--- config.mk ---
export PLATFORM = sky130hd
export DESIGN_NAME = host_mc_bridge
export DESIGN_NICKNAME = d
export VERILOG_FILES = /design/src/verilog/mc_bridge_pkg.sv /design/src/verilog/host_mc_bridge.sv /design/src/verilog/mmio_dispatch.sv /design/src/verilog/net_to_host_unpacker.sv /design/src/verilog/host_req_packer.sv
export SDC_FILE = /design/constraint.sdc
export NUM_CORES = 1
export LEC_CHECK = 0
export BUFFER_PORTS_ARGS = -buffer_cell sky130_fd_sc_hd__buf_2
export CORE_MARGIN = 2
export CORE_UTILIZATION = 57
export CTS_CLUSTER_DIAMETER = 200
export DETAILED_ROUTE_END_ITERATION = 8
export PLACE_DENSITY = 0.85
export SYNTH_ARGS = -nofsm -noshare
export SYNTH_HDL_FRONTEND = slang
export SYNTH_SLANG_ARGS = --single-unit
--- constraint.sdc ---
create_clock -name clk_i -period 10.5 [get_ports clk_i]
set_input_delay 0 -clock clk_i [delete_from_list [all_inputs] [get_ports clk_i]]
set_output_delay 0 -clock clk_i [all_outputs]
set_load 0.02 [all_outputs]
--- src/verilog/mc_bridge_pkg.sv ---
package mc_bridge_pkg;

  //////////////////////////////////////////////////
  // Sizes
  //////////////////////////////////////////////////
  localparam int word_width_c     = 32;
  localparam int dev_addr_width_c = 16;
  localparam int req_words_c      = 3;
  localparam int ret_words_c      = 2;

  //////////////////////////////////////////////////
  // Register map
  //////////////////////////////////////////////////
  localparam logic [dev_addr_width_c-1:0] req_fifo_addr_c       = 16'h1000;
  localparam logic [dev_addr_width_c-1:0] req_credits_addr_c    = 16'h2000;
  localparam logic [dev_addr_width_c-1:0] resp_fifo_addr_c      = 16'h3000;
  localparam logic [dev_addr_width_c-1:0] resp_entries_addr_c   = 16'h4000;
  localparam logic [dev_addr_width_c-1:0] in_req_fifo_addr_c    = 16'h5000;
  localparam logic [dev_addr_width_c-1:0] in_req_entries_addr_c = 16'h6000;
  localparam logic [dev_addr_width_c-1:0] ep_credits_addr_c     = 16'h9000;

  // Credit counter, wide enough for the full pool
  typedef logic [2:0] credit_cnt_t;
  localparam credit_cnt_t max_credits_c = 3'd4;

  // Word index within a packet
  typedef logic [1:0] word_idx_t;

  //////////////////////////////////////////////////
  // Host side
  //////////////////////////////////////////////////
  typedef struct packed {
    logic [dev_addr_width_c-1:0] addr;
    logic                        we;
    logic [word_width_c-1:0]     data;
  } fwd_cmd_s;

  typedef struct packed {
    logic [word_width_c-1:0] data;
  } rev_reply_s;

  //////////////////////////////////////////////////
  // Network packets
  //////////////////////////////////////////////////
  typedef enum logic [1:0] {
    e_op_load     = 2'd0,
    e_op_store    = 2'd1,
    e_op_reserved = 2'd2
  } net_op_e;

  // Declared msb first, so x sits in the lowest bits
  typedef struct packed {
    logic [24:0]                 pad;
    logic [dev_addr_width_c-1:0] addr;
    net_op_e                     op;
    logic [4:0]                  reg_id;
    logic [word_width_c-1:0]     payload;
    logic [3:0]                  src_y;
    logic [3:0]                  src_x;
    logic [3:0]                  y;
    logic [3:0]                  x;
  } net_req_pkt_s;

  typedef union packed {
    net_req_pkt_s                                  pkt;
    logic [req_words_c-1:0][word_width_c-1:0]      words;
  } net_req_pkt_u;

  typedef struct packed {
    logic [16:0]             pad;
    logic [1:0]              pkt_type;
    logic [4:0]              reg_id;
    logic [word_width_c-1:0] data;
    logic [3:0]              y;
    logic [3:0]              x;
  } net_ret_pkt_s;

  typedef union packed {
    net_ret_pkt_s                                  pkt;
    logic [ret_words_c-1:0][word_width_c-1:0]      words;
  } net_ret_pkt_u;

endpackage
--- src/verilog/host_mc_bridge.sv ---
`timescale 1ns/1ns

module host_mc_bridge
  (
    input  logic                        clk_i,
    input  logic                        reset_i,

    input  mc_bridge_pkg::fwd_cmd_s     fwd_cmd_i,
    input  logic                        fwd_v_i,
    output logic                        fwd_ready_o,

    output mc_bridge_pkg::rev_reply_s   rev_reply_o,
    output logic                        rev_v_o,
    input  logic                        rev_ready_i,

    output mc_bridge_pkg::net_req_pkt_u out_pkt_o,
    output logic                        out_v_o,
    input  logic                        out_credit_i,

    input  mc_bridge_pkg::net_ret_pkt_u ret_pkt_i,
    input  logic                        ret_v_i,
    output logic                        ret_yumi_o,

    input  mc_bridge_pkg::net_req_pkt_u in_req_pkt_i,
    input  logic                        in_req_v_i,
    output logic                        in_req_yumi_o,

    output logic                        returning_v_o
  );

  logic                                   req_word_v;
  logic [mc_bridge_pkg::word_width_c-1:0] req_word;
  logic                                   req_ready;
  mc_bridge_pkg::credit_cnt_t             credits_used;

  logic [mc_bridge_pkg::word_width_c-1:0] resp_word;
  logic                                   resp_word_v;
  logic                                   resp_pop;

  logic [mc_bridge_pkg::word_width_c-1:0] in_req_word;
  logic                                   in_req_word_v;
  logic                                   in_req_pop;

  //////////////////////////////////////////////////
  // Host to network
  //////////////////////////////////////////////////
  host_req_packer u_packer (
    .clk_i          (clk_i),
    .reset_i        (reset_i),
    .word_v_i       (req_word_v),
    .word_i         (req_word),
    .ready_o        (req_ready),
    .out_pkt_o      (out_pkt_o),
    .out_v_o        (out_v_o),
    .out_credit_i   (out_credit_i),
    .credits_used_o (credits_used)
  );

  //////////////////////////////////////////////////
  // Network to host
  //////////////////////////////////////////////////
  net_to_host_unpacker #(.num_words(mc_bridge_pkg::ret_words_c)) u_resp_unpack (
    .clk_i      (clk_i),
    .reset_i    (reset_i),
    .pkt_i      (ret_pkt_i.words),
    .pkt_v_i    (ret_v_i),
    .pkt_yumi_o (ret_yumi_o),
    .word_o     (resp_word),
    .word_v_o   (resp_word_v),
    .word_pop_i (resp_pop)
  );

  net_to_host_unpacker #(.num_words(mc_bridge_pkg::req_words_c)) u_in_req_unpack (
    .clk_i      (clk_i),
    .reset_i    (reset_i),
    .pkt_i      (in_req_pkt_i.words),
    .pkt_v_i    (in_req_v_i),
    .pkt_yumi_o (in_req_yumi_o),
    .word_o     (in_req_word),
    .word_v_o   (in_req_word_v),
    .word_pop_i (in_req_pop)
  );

  mmio_dispatch u_dispatch (
    .clk_i           (clk_i),
    .reset_i         (reset_i),
    .fwd_cmd_i       (fwd_cmd_i),
    .fwd_v_i         (fwd_v_i),
    .fwd_ready_o     (fwd_ready_o),
    .rev_reply_o     (rev_reply_o),
    .rev_v_o         (rev_v_o),
    .rev_ready_i     (rev_ready_i),
    .req_word_v_o    (req_word_v),
    .req_word_o      (req_word),
    .req_ready_i     (req_ready),
    .credits_used_i  (credits_used),
    .resp_word_i     (resp_word),
    .resp_word_v_i   (resp_word_v),
    .resp_pop_o      (resp_pop),
    .in_req_word_i   (in_req_word),
    .in_req_word_v_i (in_req_word_v),
    .in_req_pop_o    (in_req_pop)
  );

  // Ack each network request one cycle after it is taken
  always_ff @(posedge clk_i)
  begin
    if (reset_i)
      returning_v_o <= 1'b0;
    else
      returning_v_o <= in_req_yumi_o;
  end

endmodule

--- src/verilog/mmio_dispatch.sv ---
`timescale 1ns/1ns

module mmio_dispatch
  (
    input  logic                                   clk_i,
    input  logic                                   reset_i,

    input  mc_bridge_pkg::fwd_cmd_s                fwd_cmd_i,
    input  logic                                   fwd_v_i,
    output logic                                   fwd_ready_o,

    output mc_bridge_pkg::rev_reply_s              rev_reply_o,
    output logic                                   rev_v_o,
    input  logic                                   rev_ready_i,

    output logic                                   req_word_v_o,
    output logic [mc_bridge_pkg::word_width_c-1:0] req_word_o,
    input  logic                                   req_ready_i,
    input  mc_bridge_pkg::credit_cnt_t             credits_used_i,

    input  logic [mc_bridge_pkg::word_width_c-1:0] resp_word_i,
    input  logic                                   resp_word_v_i,
    output logic                                   resp_pop_o,

    input  logic [mc_bridge_pkg::word_width_c-1:0] in_req_word_i,
    input  logic                                   in_req_word_v_i,
    output logic                                   in_req_pop_o
  );

  //////////////////////////////////////////////////
  // Two-entry command buffer
  //////////////////////////////////////////////////
  mc_bridge_pkg::fwd_cmd_s buf_r [2];
  logic                    wr_ptr_r;
  logic                    rd_ptr_r;
  logic [1:0]              count_r;
  logic                    enq;
  logic                    deq;
  logic                    head_v;
  mc_bridge_pkg::fwd_cmd_s head;

  assign fwd_ready_o = (count_r != 2'd2);
  assign enq         = fwd_v_i & fwd_ready_o;
  assign deq         = rev_v_o & rev_ready_i;
  assign head_v      = (count_r != 2'd0);
  assign head        = buf_r[rd_ptr_r];

  always_ff @(posedge clk_i)
  begin
    if (enq)
    begin
      buf_r[wr_ptr_r] <= fwd_cmd_i;
    end
  end

  always_ff @(posedge clk_i)
  begin
    if (reset_i)
    begin
      wr_ptr_r <= 1'b0;
      rd_ptr_r <= 1'b0;
      count_r  <= 2'd0;
    end
    else
    begin
      if (enq)
        wr_ptr_r <= ~wr_ptr_r;
      if (deq)
        rd_ptr_r <= ~rd_ptr_r;
      case ({enq, deq})
        2'b10:   count_r <= count_r + 1'b1;
        2'b01:   count_r <= count_r - 1'b1;
        default: count_r <= count_r;
      endcase
    end
  end

  //////////////////////////////////////////////////
  // Address decode and reply
  //////////////////////////////////////////////////
  always_comb
  begin
    rev_reply_o  = '0;
    rev_v_o      = head_v;
    req_word_v_o = 1'b0;
    req_word_o   = head.data;
    resp_pop_o   = 1'b0;
    in_req_pop_o = 1'b0;

    case (head.addr)
      mc_bridge_pkg::req_fifo_addr_c:
      begin
        // Write stalls while a full packet waits for a credit
        if (head.we)
        begin
          rev_v_o      = head_v & req_ready_i;
          req_word_v_o = rev_v_o & rev_ready_i;
        end
      end
      mc_bridge_pkg::req_credits_addr_c:
        rev_reply_o.data[0] = req_ready_i;
      mc_bridge_pkg::resp_fifo_addr_c:
      begin
        if (!head.we)
        begin
          rev_reply_o.data = resp_word_i;
          rev_v_o          = head_v & resp_word_v_i;
          resp_pop_o       = rev_v_o & rev_ready_i;
        end
      end
      mc_bridge_pkg::resp_entries_addr_c:
        rev_reply_o.data[0] = resp_word_v_i;
      mc_bridge_pkg::in_req_fifo_addr_c:
      begin
        if (!head.we)
        begin
          rev_reply_o.data = in_req_word_i;
          rev_v_o          = head_v & in_req_word_v_i;
          in_req_pop_o     = rev_v_o & rev_ready_i;
        end
      end
      mc_bridge_pkg::in_req_entries_addr_c:
        rev_reply_o.data[0] = in_req_word_v_i;
      mc_bridge_pkg::ep_credits_addr_c:
        rev_reply_o.data[$bits(mc_bridge_pkg::credit_cnt_t)-1:0] = credits_used_i;
      default:
        // Unmapped, zero reply
        rev_reply_o = '0;
    endcase
  end

endmodule

--- src/verilog/net_to_host_unpacker.sv ---
`timescale 1ns/1ns

module net_to_host_unpacker
  #(
    parameter int num_words = 2
  )
  (
    input  logic                                                 clk_i,
    input  logic                                                 reset_i,

    input  logic [num_words-1:0][mc_bridge_pkg::word_width_c-1:0] pkt_i,
    input  logic                                                 pkt_v_i,
    output logic                                                 pkt_yumi_o,

    output logic [mc_bridge_pkg::word_width_c-1:0]               word_o,
    output logic                                                 word_v_o,
    input  logic                                                 word_pop_i
  );

  logic [num_words-1:0][mc_bridge_pkg::word_width_c-1:0] pkt_r;
  mc_bridge_pkg::word_idx_t                              idx_r;
  logic                                                  full_r;
  logic                                                  pop;
  logic                                                  last_pop;

  assign pop      = full_r & word_pop_i;
  assign last_pop = pop & (idx_r == mc_bridge_pkg::word_idx_t'(num_words - 1));

  // Free on the last pop, so a waiting packet can land the same cycle
  assign pkt_yumi_o = pkt_v_i & (~full_r | last_pop);

  assign word_v_o = full_r;
  assign word_o   = pkt_r[idx_r];

  //////////////////////////////////////////////////
  // Holding register
  //////////////////////////////////////////////////
  always_ff @(posedge clk_i)
  begin
    if (pkt_yumi_o)
    begin
      pkt_r <= pkt_i;
    end
  end

  always_ff @(posedge clk_i)
  begin
    if (reset_i)
    begin
      full_r <= 1'b0;
      idx_r  <= '0;
    end
    else if (pkt_yumi_o)
    begin
      full_r <= 1'b1;
      idx_r  <= '0;
    end
    else if (last_pop)
    begin
      full_r <= 1'b0;
      idx_r  <= '0;
    end
    else if (pop)
    begin
      idx_r <= idx_r + 1'b1;
    end
  end

endmodule

--- src/verilog/host_req_packer.sv ---
`timescale 1ns/1ns

module host_req_packer
  (
    input  logic                        clk_i,
    input  logic                        reset_i,

    input  logic                        word_v_i,
    input  logic [31:0]                 word_i,
    output logic                        ready_o,

    output mc_bridge_pkg::net_req_pkt_u out_pkt_o,
    output logic                        out_v_o,
    input  logic                        out_credit_i,

    output mc_bridge_pkg::credit_cnt_t  credits_used_o
  );

  mc_bridge_pkg::net_req_pkt_u pkt_r;
  mc_bridge_pkg::word_idx_t    word_idx_r;
  mc_bridge_pkg::credit_cnt_t  credits_free_r;
  logic                        full_r;
  logic                        word_take;
  logic                        last_word;

  assign ready_o   = ~full_r;
  assign word_take = word_v_i & ready_o;
  assign last_word = (word_idx_r == mc_bridge_pkg::word_idx_t'(mc_bridge_pkg::req_words_c - 1));

  // Send whenever a full packet sees a free credit
  assign out_v_o   = full_r & (credits_free_r != '0);
  assign out_pkt_o = pkt_r;

  assign credits_used_o = mc_bridge_pkg::max_credits_c - credits_free_r;

  //////////////////////////////////////////////////
  // Word gathering
  //////////////////////////////////////////////////
  always_ff @(posedge clk_i)
  begin
    if (word_take)
    begin
      pkt_r.words[word_idx_r] <= word_i;
    end
  end

  always_ff @(posedge clk_i)
  begin
    if (reset_i)
    begin
      word_idx_r <= '0;
      full_r     <= 1'b0;
    end
    else if (word_take)
    begin
      if (last_word)
      begin
        word_idx_r <= '0;
        full_r     <= 1'b1;
      end
      else
      begin
        word_idx_r <= word_idx_r + 1'b1;
      end
    end
    else if (out_v_o)
    begin
      full_r <= 1'b0;
    end
  end

  //////////////////////////////////////////////////
  // Credits
  //////////////////////////////////////////////////
  always_ff @(posedge clk_i)
  begin
    if (reset_i)
    begin
      credits_free_r <= mc_bridge_pkg::max_credits_c;
    end
    else
    begin
      case ({out_v_o, out_credit_i})
        2'b10:   credits_free_r <= credits_free_r - 1'b1;
        2'b01:   credits_free_r <= credits_free_r + 1'b1;
        default: credits_free_r <= credits_free_r;
      endcase
    end
  end

endmodule

==> results.md <==
- For this design the top-level I/O count stands at 350.
- The DRC violation count after routing is 0.
- The wire length of the first global-routing pass is 59.1 mm.
- The largest stage delay on the critical path is 1.04 ns.
- The via count of the first global-routing pass is 10200.
- The initial antenna violation count was 3.
- In the layout the commonest cells are sky130_fd_sc_hd__edfxtp_1, sky130_fd_sc_hd__buf_2, sky130_fd_sc_hd__dlygate4sd3_1.
- The number of distinct library cells after synthesis is 54.
- In this run the remaining antenna-violating nets after routing total 0.
- The post-synthesis instance total is 774.
- The start point of the worst hold path is ret_pkt_i[24].
- The final-layout fill cell count is 1109.
- The first-pass iteration count of the detailed router is 6.
- The final worst clock skew is 0.0172 ns.
- The count of maximum capacitance violations is 0.
- The critical path class is reg -> out.
- The number of buffers and inverters on the critical path is 2.
- The number of enable-type register cells in the synthesized netlist is 354.
- The critical path goes through nor3b_2 > nand3_1 > a21oi_1 > a41o_1 > and2_2 > buf_4 > buf_2.
- The measured slew at the worst slew-check pin is 1.18 ns.
- The number of clock buffers added by TritonCTS is 37.
- The proportion of layout cells with a drive suffix above 1 is 33.9%.
- The master of the slowest instance on the critical path is sky130_fd_sc_hd__dfxtp_2.
- The signed area change from the synthesized netlist to the final layout is 39.8%.
- The half-perimeter wire length after placement is 20.5 mm.
- The post-synthesis area per instance is 17.8 um2.
- The per-cell via count in the routed design is 5.66.
- The tree is rooted in a sky130_fd_sc_hd__clkbuf_16.
- STA classifies the critical path endpoint as an output port.
- The worst hold slack after final layout is 0.198 ns.
- The later pin in the worst-skew pair is clocked with a latency of 0.52 ns.
- The residual overflow from global routing is 0.
- The final count of pins violating max slew came to 0.
- The starting density of the core is 58.5%.
- The total design power is 3.53 mW.
- The post-CTS setup buffer count is 0.
- The die is 160 um tall.
- The startpoint kind of the worst setup timing path is a flip-flop.
- Data on the critical path is required at its endpoint by 10.50 ns.
- The analysis attributes to cell leakage a power of 7.22 nW.
- In this run the cell area of the synthesized design comes to 0.0138 mm2.
- The H-tree generated during clock tree synthesis spans 2 levels.
- Across every metal layer, demand over resource in global routing totals 30.7%.
- The maximum clock frequency is 229 MHz.
- The row count is 56.
- After synthesis the netlist holds a flip-flop and latch count of 372.
- Yosys printed 0 warnings.
- The global placer's final weighted congestion is 0.827.
- In the post-route analysis, the smallest setup slack over all paths is 6.13 ns.
- The number of hold violations in the final report is 0.
- The largest vdd supply drop is 0.163 mV.
- Setup repair after global routing left no endpoint under its margin.
- The violation count after the first detailed-route iteration is 1005.
- The total negative slack is 0 ns.
- In this design, the largest share of critical-path delay is due to simple AND/OR/NAND/NOR gates.
- In this run the deepest clock path goes through 3 buffers.
- In this run the worst hold path is classified as in -> reg.
- Counting every net in the synthesized netlist gives 997.
- The time the worst path needs with I/O delays and setup is 4.37 ns.
- The commonest non-fill, non-tap cell in the layout is sky130_fd_sc_hd__edfxtp_1.
- Dividing the final minimum period by the clock period gives 41.6%.
- In this run the tightest slew margin relative to its limit is 21.6%.
- The final layout net count is 1581.
- The maximum number of pins on one net before global-route repair is 53.
- The die width is 160 um.
- In this run the worst path has a maximum fanout of 50.
- The total power divided by cell area is 183 mW/mm2.
- Buffers placed on the I/O ports in this run total 349.
- The flow ran to the end, and the final reports show no timing, DRC or antenna violations.
- The clock sink total is 372.
- The detailed router placed 9672 vias in this run.
- In the synthesized netlist the async set-or-reset flop fraction comes to 0%.
- The routed wire length is 39.5 mm.
- After floorplanning, the core was sized to cover 0.0236 mm2.
- Prior to clock tree synthesis, the placed netlist has a worst setup slack of 6.36 ns.
- The share of the Yosys chip area taken by registers is 79.6%.
- The die covers 0.0255 mm2.
- After detailed routing, the average wire length per cell comes to 23.2 um.
- Data arrives at the worst endpoint at 4.37 ns.
- The clock transition at the register clock pins on the worst setup and hold paths after CTS is 0.06 ns.
- Setup violations remaining at the end of the flow were counted as 0.
- In the synthesized netlist the dominant register cell turns out to be sky130_fd_sc_hd__edfxtp_1.
- TritonCTS built the clock tree.
[state kept, by name, summed over array words and instances (netlist names), 3 cells and up, named ones only]
signal and count:
u_dispatch.buf_r 98, u_in_req_unpack.pkt_r 96, u_packer.out_pkt_o 96, u_resp_unpack.pkt_r 64, u_packer.credits_free_r 3
[synthesized netlist by cell type (3+ instances only)]
master | count | share of area [%]
sky130_fd_sc_hd__or3_1 | 4 | 0.18
sky130_fd_sc_hd__and2_1 | 4 | 0.18
sky130_fd_sc_hd__nor2b_1 | 4 | 0.18
sky130_fd_sc_hd__xor2_1 | 4 | 0.25
sky130_fd_sc_hd__nand2b_1 | 3 | 0.14
sky130_fd_sc_hd__nor2_1 | 46 | 1.3
sky130_fd_sc_hd__nand2_1 | 42 | 1.1
sky130_fd_sc_hd__nor3b_1 | 3 | 0.16
sky130_fd_sc_hd__nand3_1 | 4 | 0.15
sky130_fd_sc_hd__o21ai_0 | 38 | 1.4
sky130_fd_sc_hd__mux2i_1 | 68 | 4.9
sky130_fd_sc_hd__inv_1 | 15 | 0.41
sky130_fd_sc_hd__buf_1 | 4 | 0.11
sky130_fd_sc_hd__a2bb2oi_1 | 28 | 1.8
sky130_fd_sc_hd__mux2_2 | 40 | 3.3
sky130_fd_sc_hd__nor3_1 | 7 | 0.25
sky130_fd_sc_hd__ha_1 | 6 | 0.54
sky130_fd_sc_hd__dfxtp_1 | 18 | 2.6
sky130_fd_sc_hd__a22oi_1 | 3 | 0.16
sky130_fd_sc_hd__edfxtp_1 | 354 | 77
sky130_fd_sc_hd__a21oi_1 | 8 | 0.29
sky130_fd_sc_hd__nor4_1 | 5 | 0.23
sky130_fd_sc_hd__buf_2 | 5 | 0.18
sky130_fd_sc_hd__clkbuf_1 | 22 | 0.60
[path summary, 6_finish.rpt]
| check | to | slack (ns) | cells after the start |
|---|---|---|---|
| max | ret_yumi_o | 6.13 | 7 |
| min | u_resp_unpack.pkt_r[24] | 0.20 | 2 |
| max reg2reg | u_in_req_unpack.pkt_r[22] | 6.30 | 6 |
| min reg2reg | u_resp_unpack.idx_r[1] | 0.52 | 2 |
[power breakdown]
part | switching [mW] | internal (mW)
logic | 0.200 | 0.189
registers | 0.0629 | 1.77
clock network | 0.555 | 0.753
total | 0.818 | 2.71
[cell type report]
cell class / instances / area (um2) / area share, %
Inverter: 15 / 56.3 / 0.292
Sequential cell: 372 / 11000 / 57.0
Clock inverter: 21 / 224 / 1.16
Tap cell: 319 / 399 / 2.07
Multi-Input combinational cell: 355 / 2660 / 13.8
Timing Repair Buffer: 577 / 4000 / 20.7
Antenna cell: 3 / 7.51 / 0.0389
Clock buffer: 46 / 960 / 4.97
[stage by stage]
step           area (um2)  util (%)  instances
2_1_floorplan       13800         -        774
3_3_place_gp        15900      67.5       1421
3_5_place_dp        15900      67.5       1421
4_1_cts             19300      81.7       1705
5_1_grt             19300      81.7       1708
6_report            19300      81.7       1708
[routing by layer]
metal,global-route usage [%],vias to the layer above,wire (um)
li1,-,4167,-
met1,34.2,4640,13200
met2,56.3,715,21000
met3,6.08,150,3420
met4,14.5,0,1980
met5,0,-,0
[timing repair]
action                                 CTS  global route
endpoints found under the hold margin  271             0
gates resized for setup                  0             0
hold buffers                           217             0
[cell families (layout without fill, tap and decap cells)]
kind of cell             after synthesis  count (layout)  synth area share, %
flip-flops                           372             372                 79.6
AND/OR/NAND/NOR                      138             138                 4.85
multiplexers                         108             108                 8.20
AO/OA/AOI/OAI                         97              97                 4.97
buffers and inverters                 47             659                 1.35
adder cells (fa/ha/maj)                7               7                0.689
XOR/XNOR                               5               5                0.317
other                                  0               3                    0
[worst register-to-register path, delay by kind of cell (launching register included)]
kind	cells	cell delay, ns
simple gates	2	0.97
buf+inv	2	1.13
compound gates	2	0.65
flops	1	1.04
(Power assumes the default switching activity.)
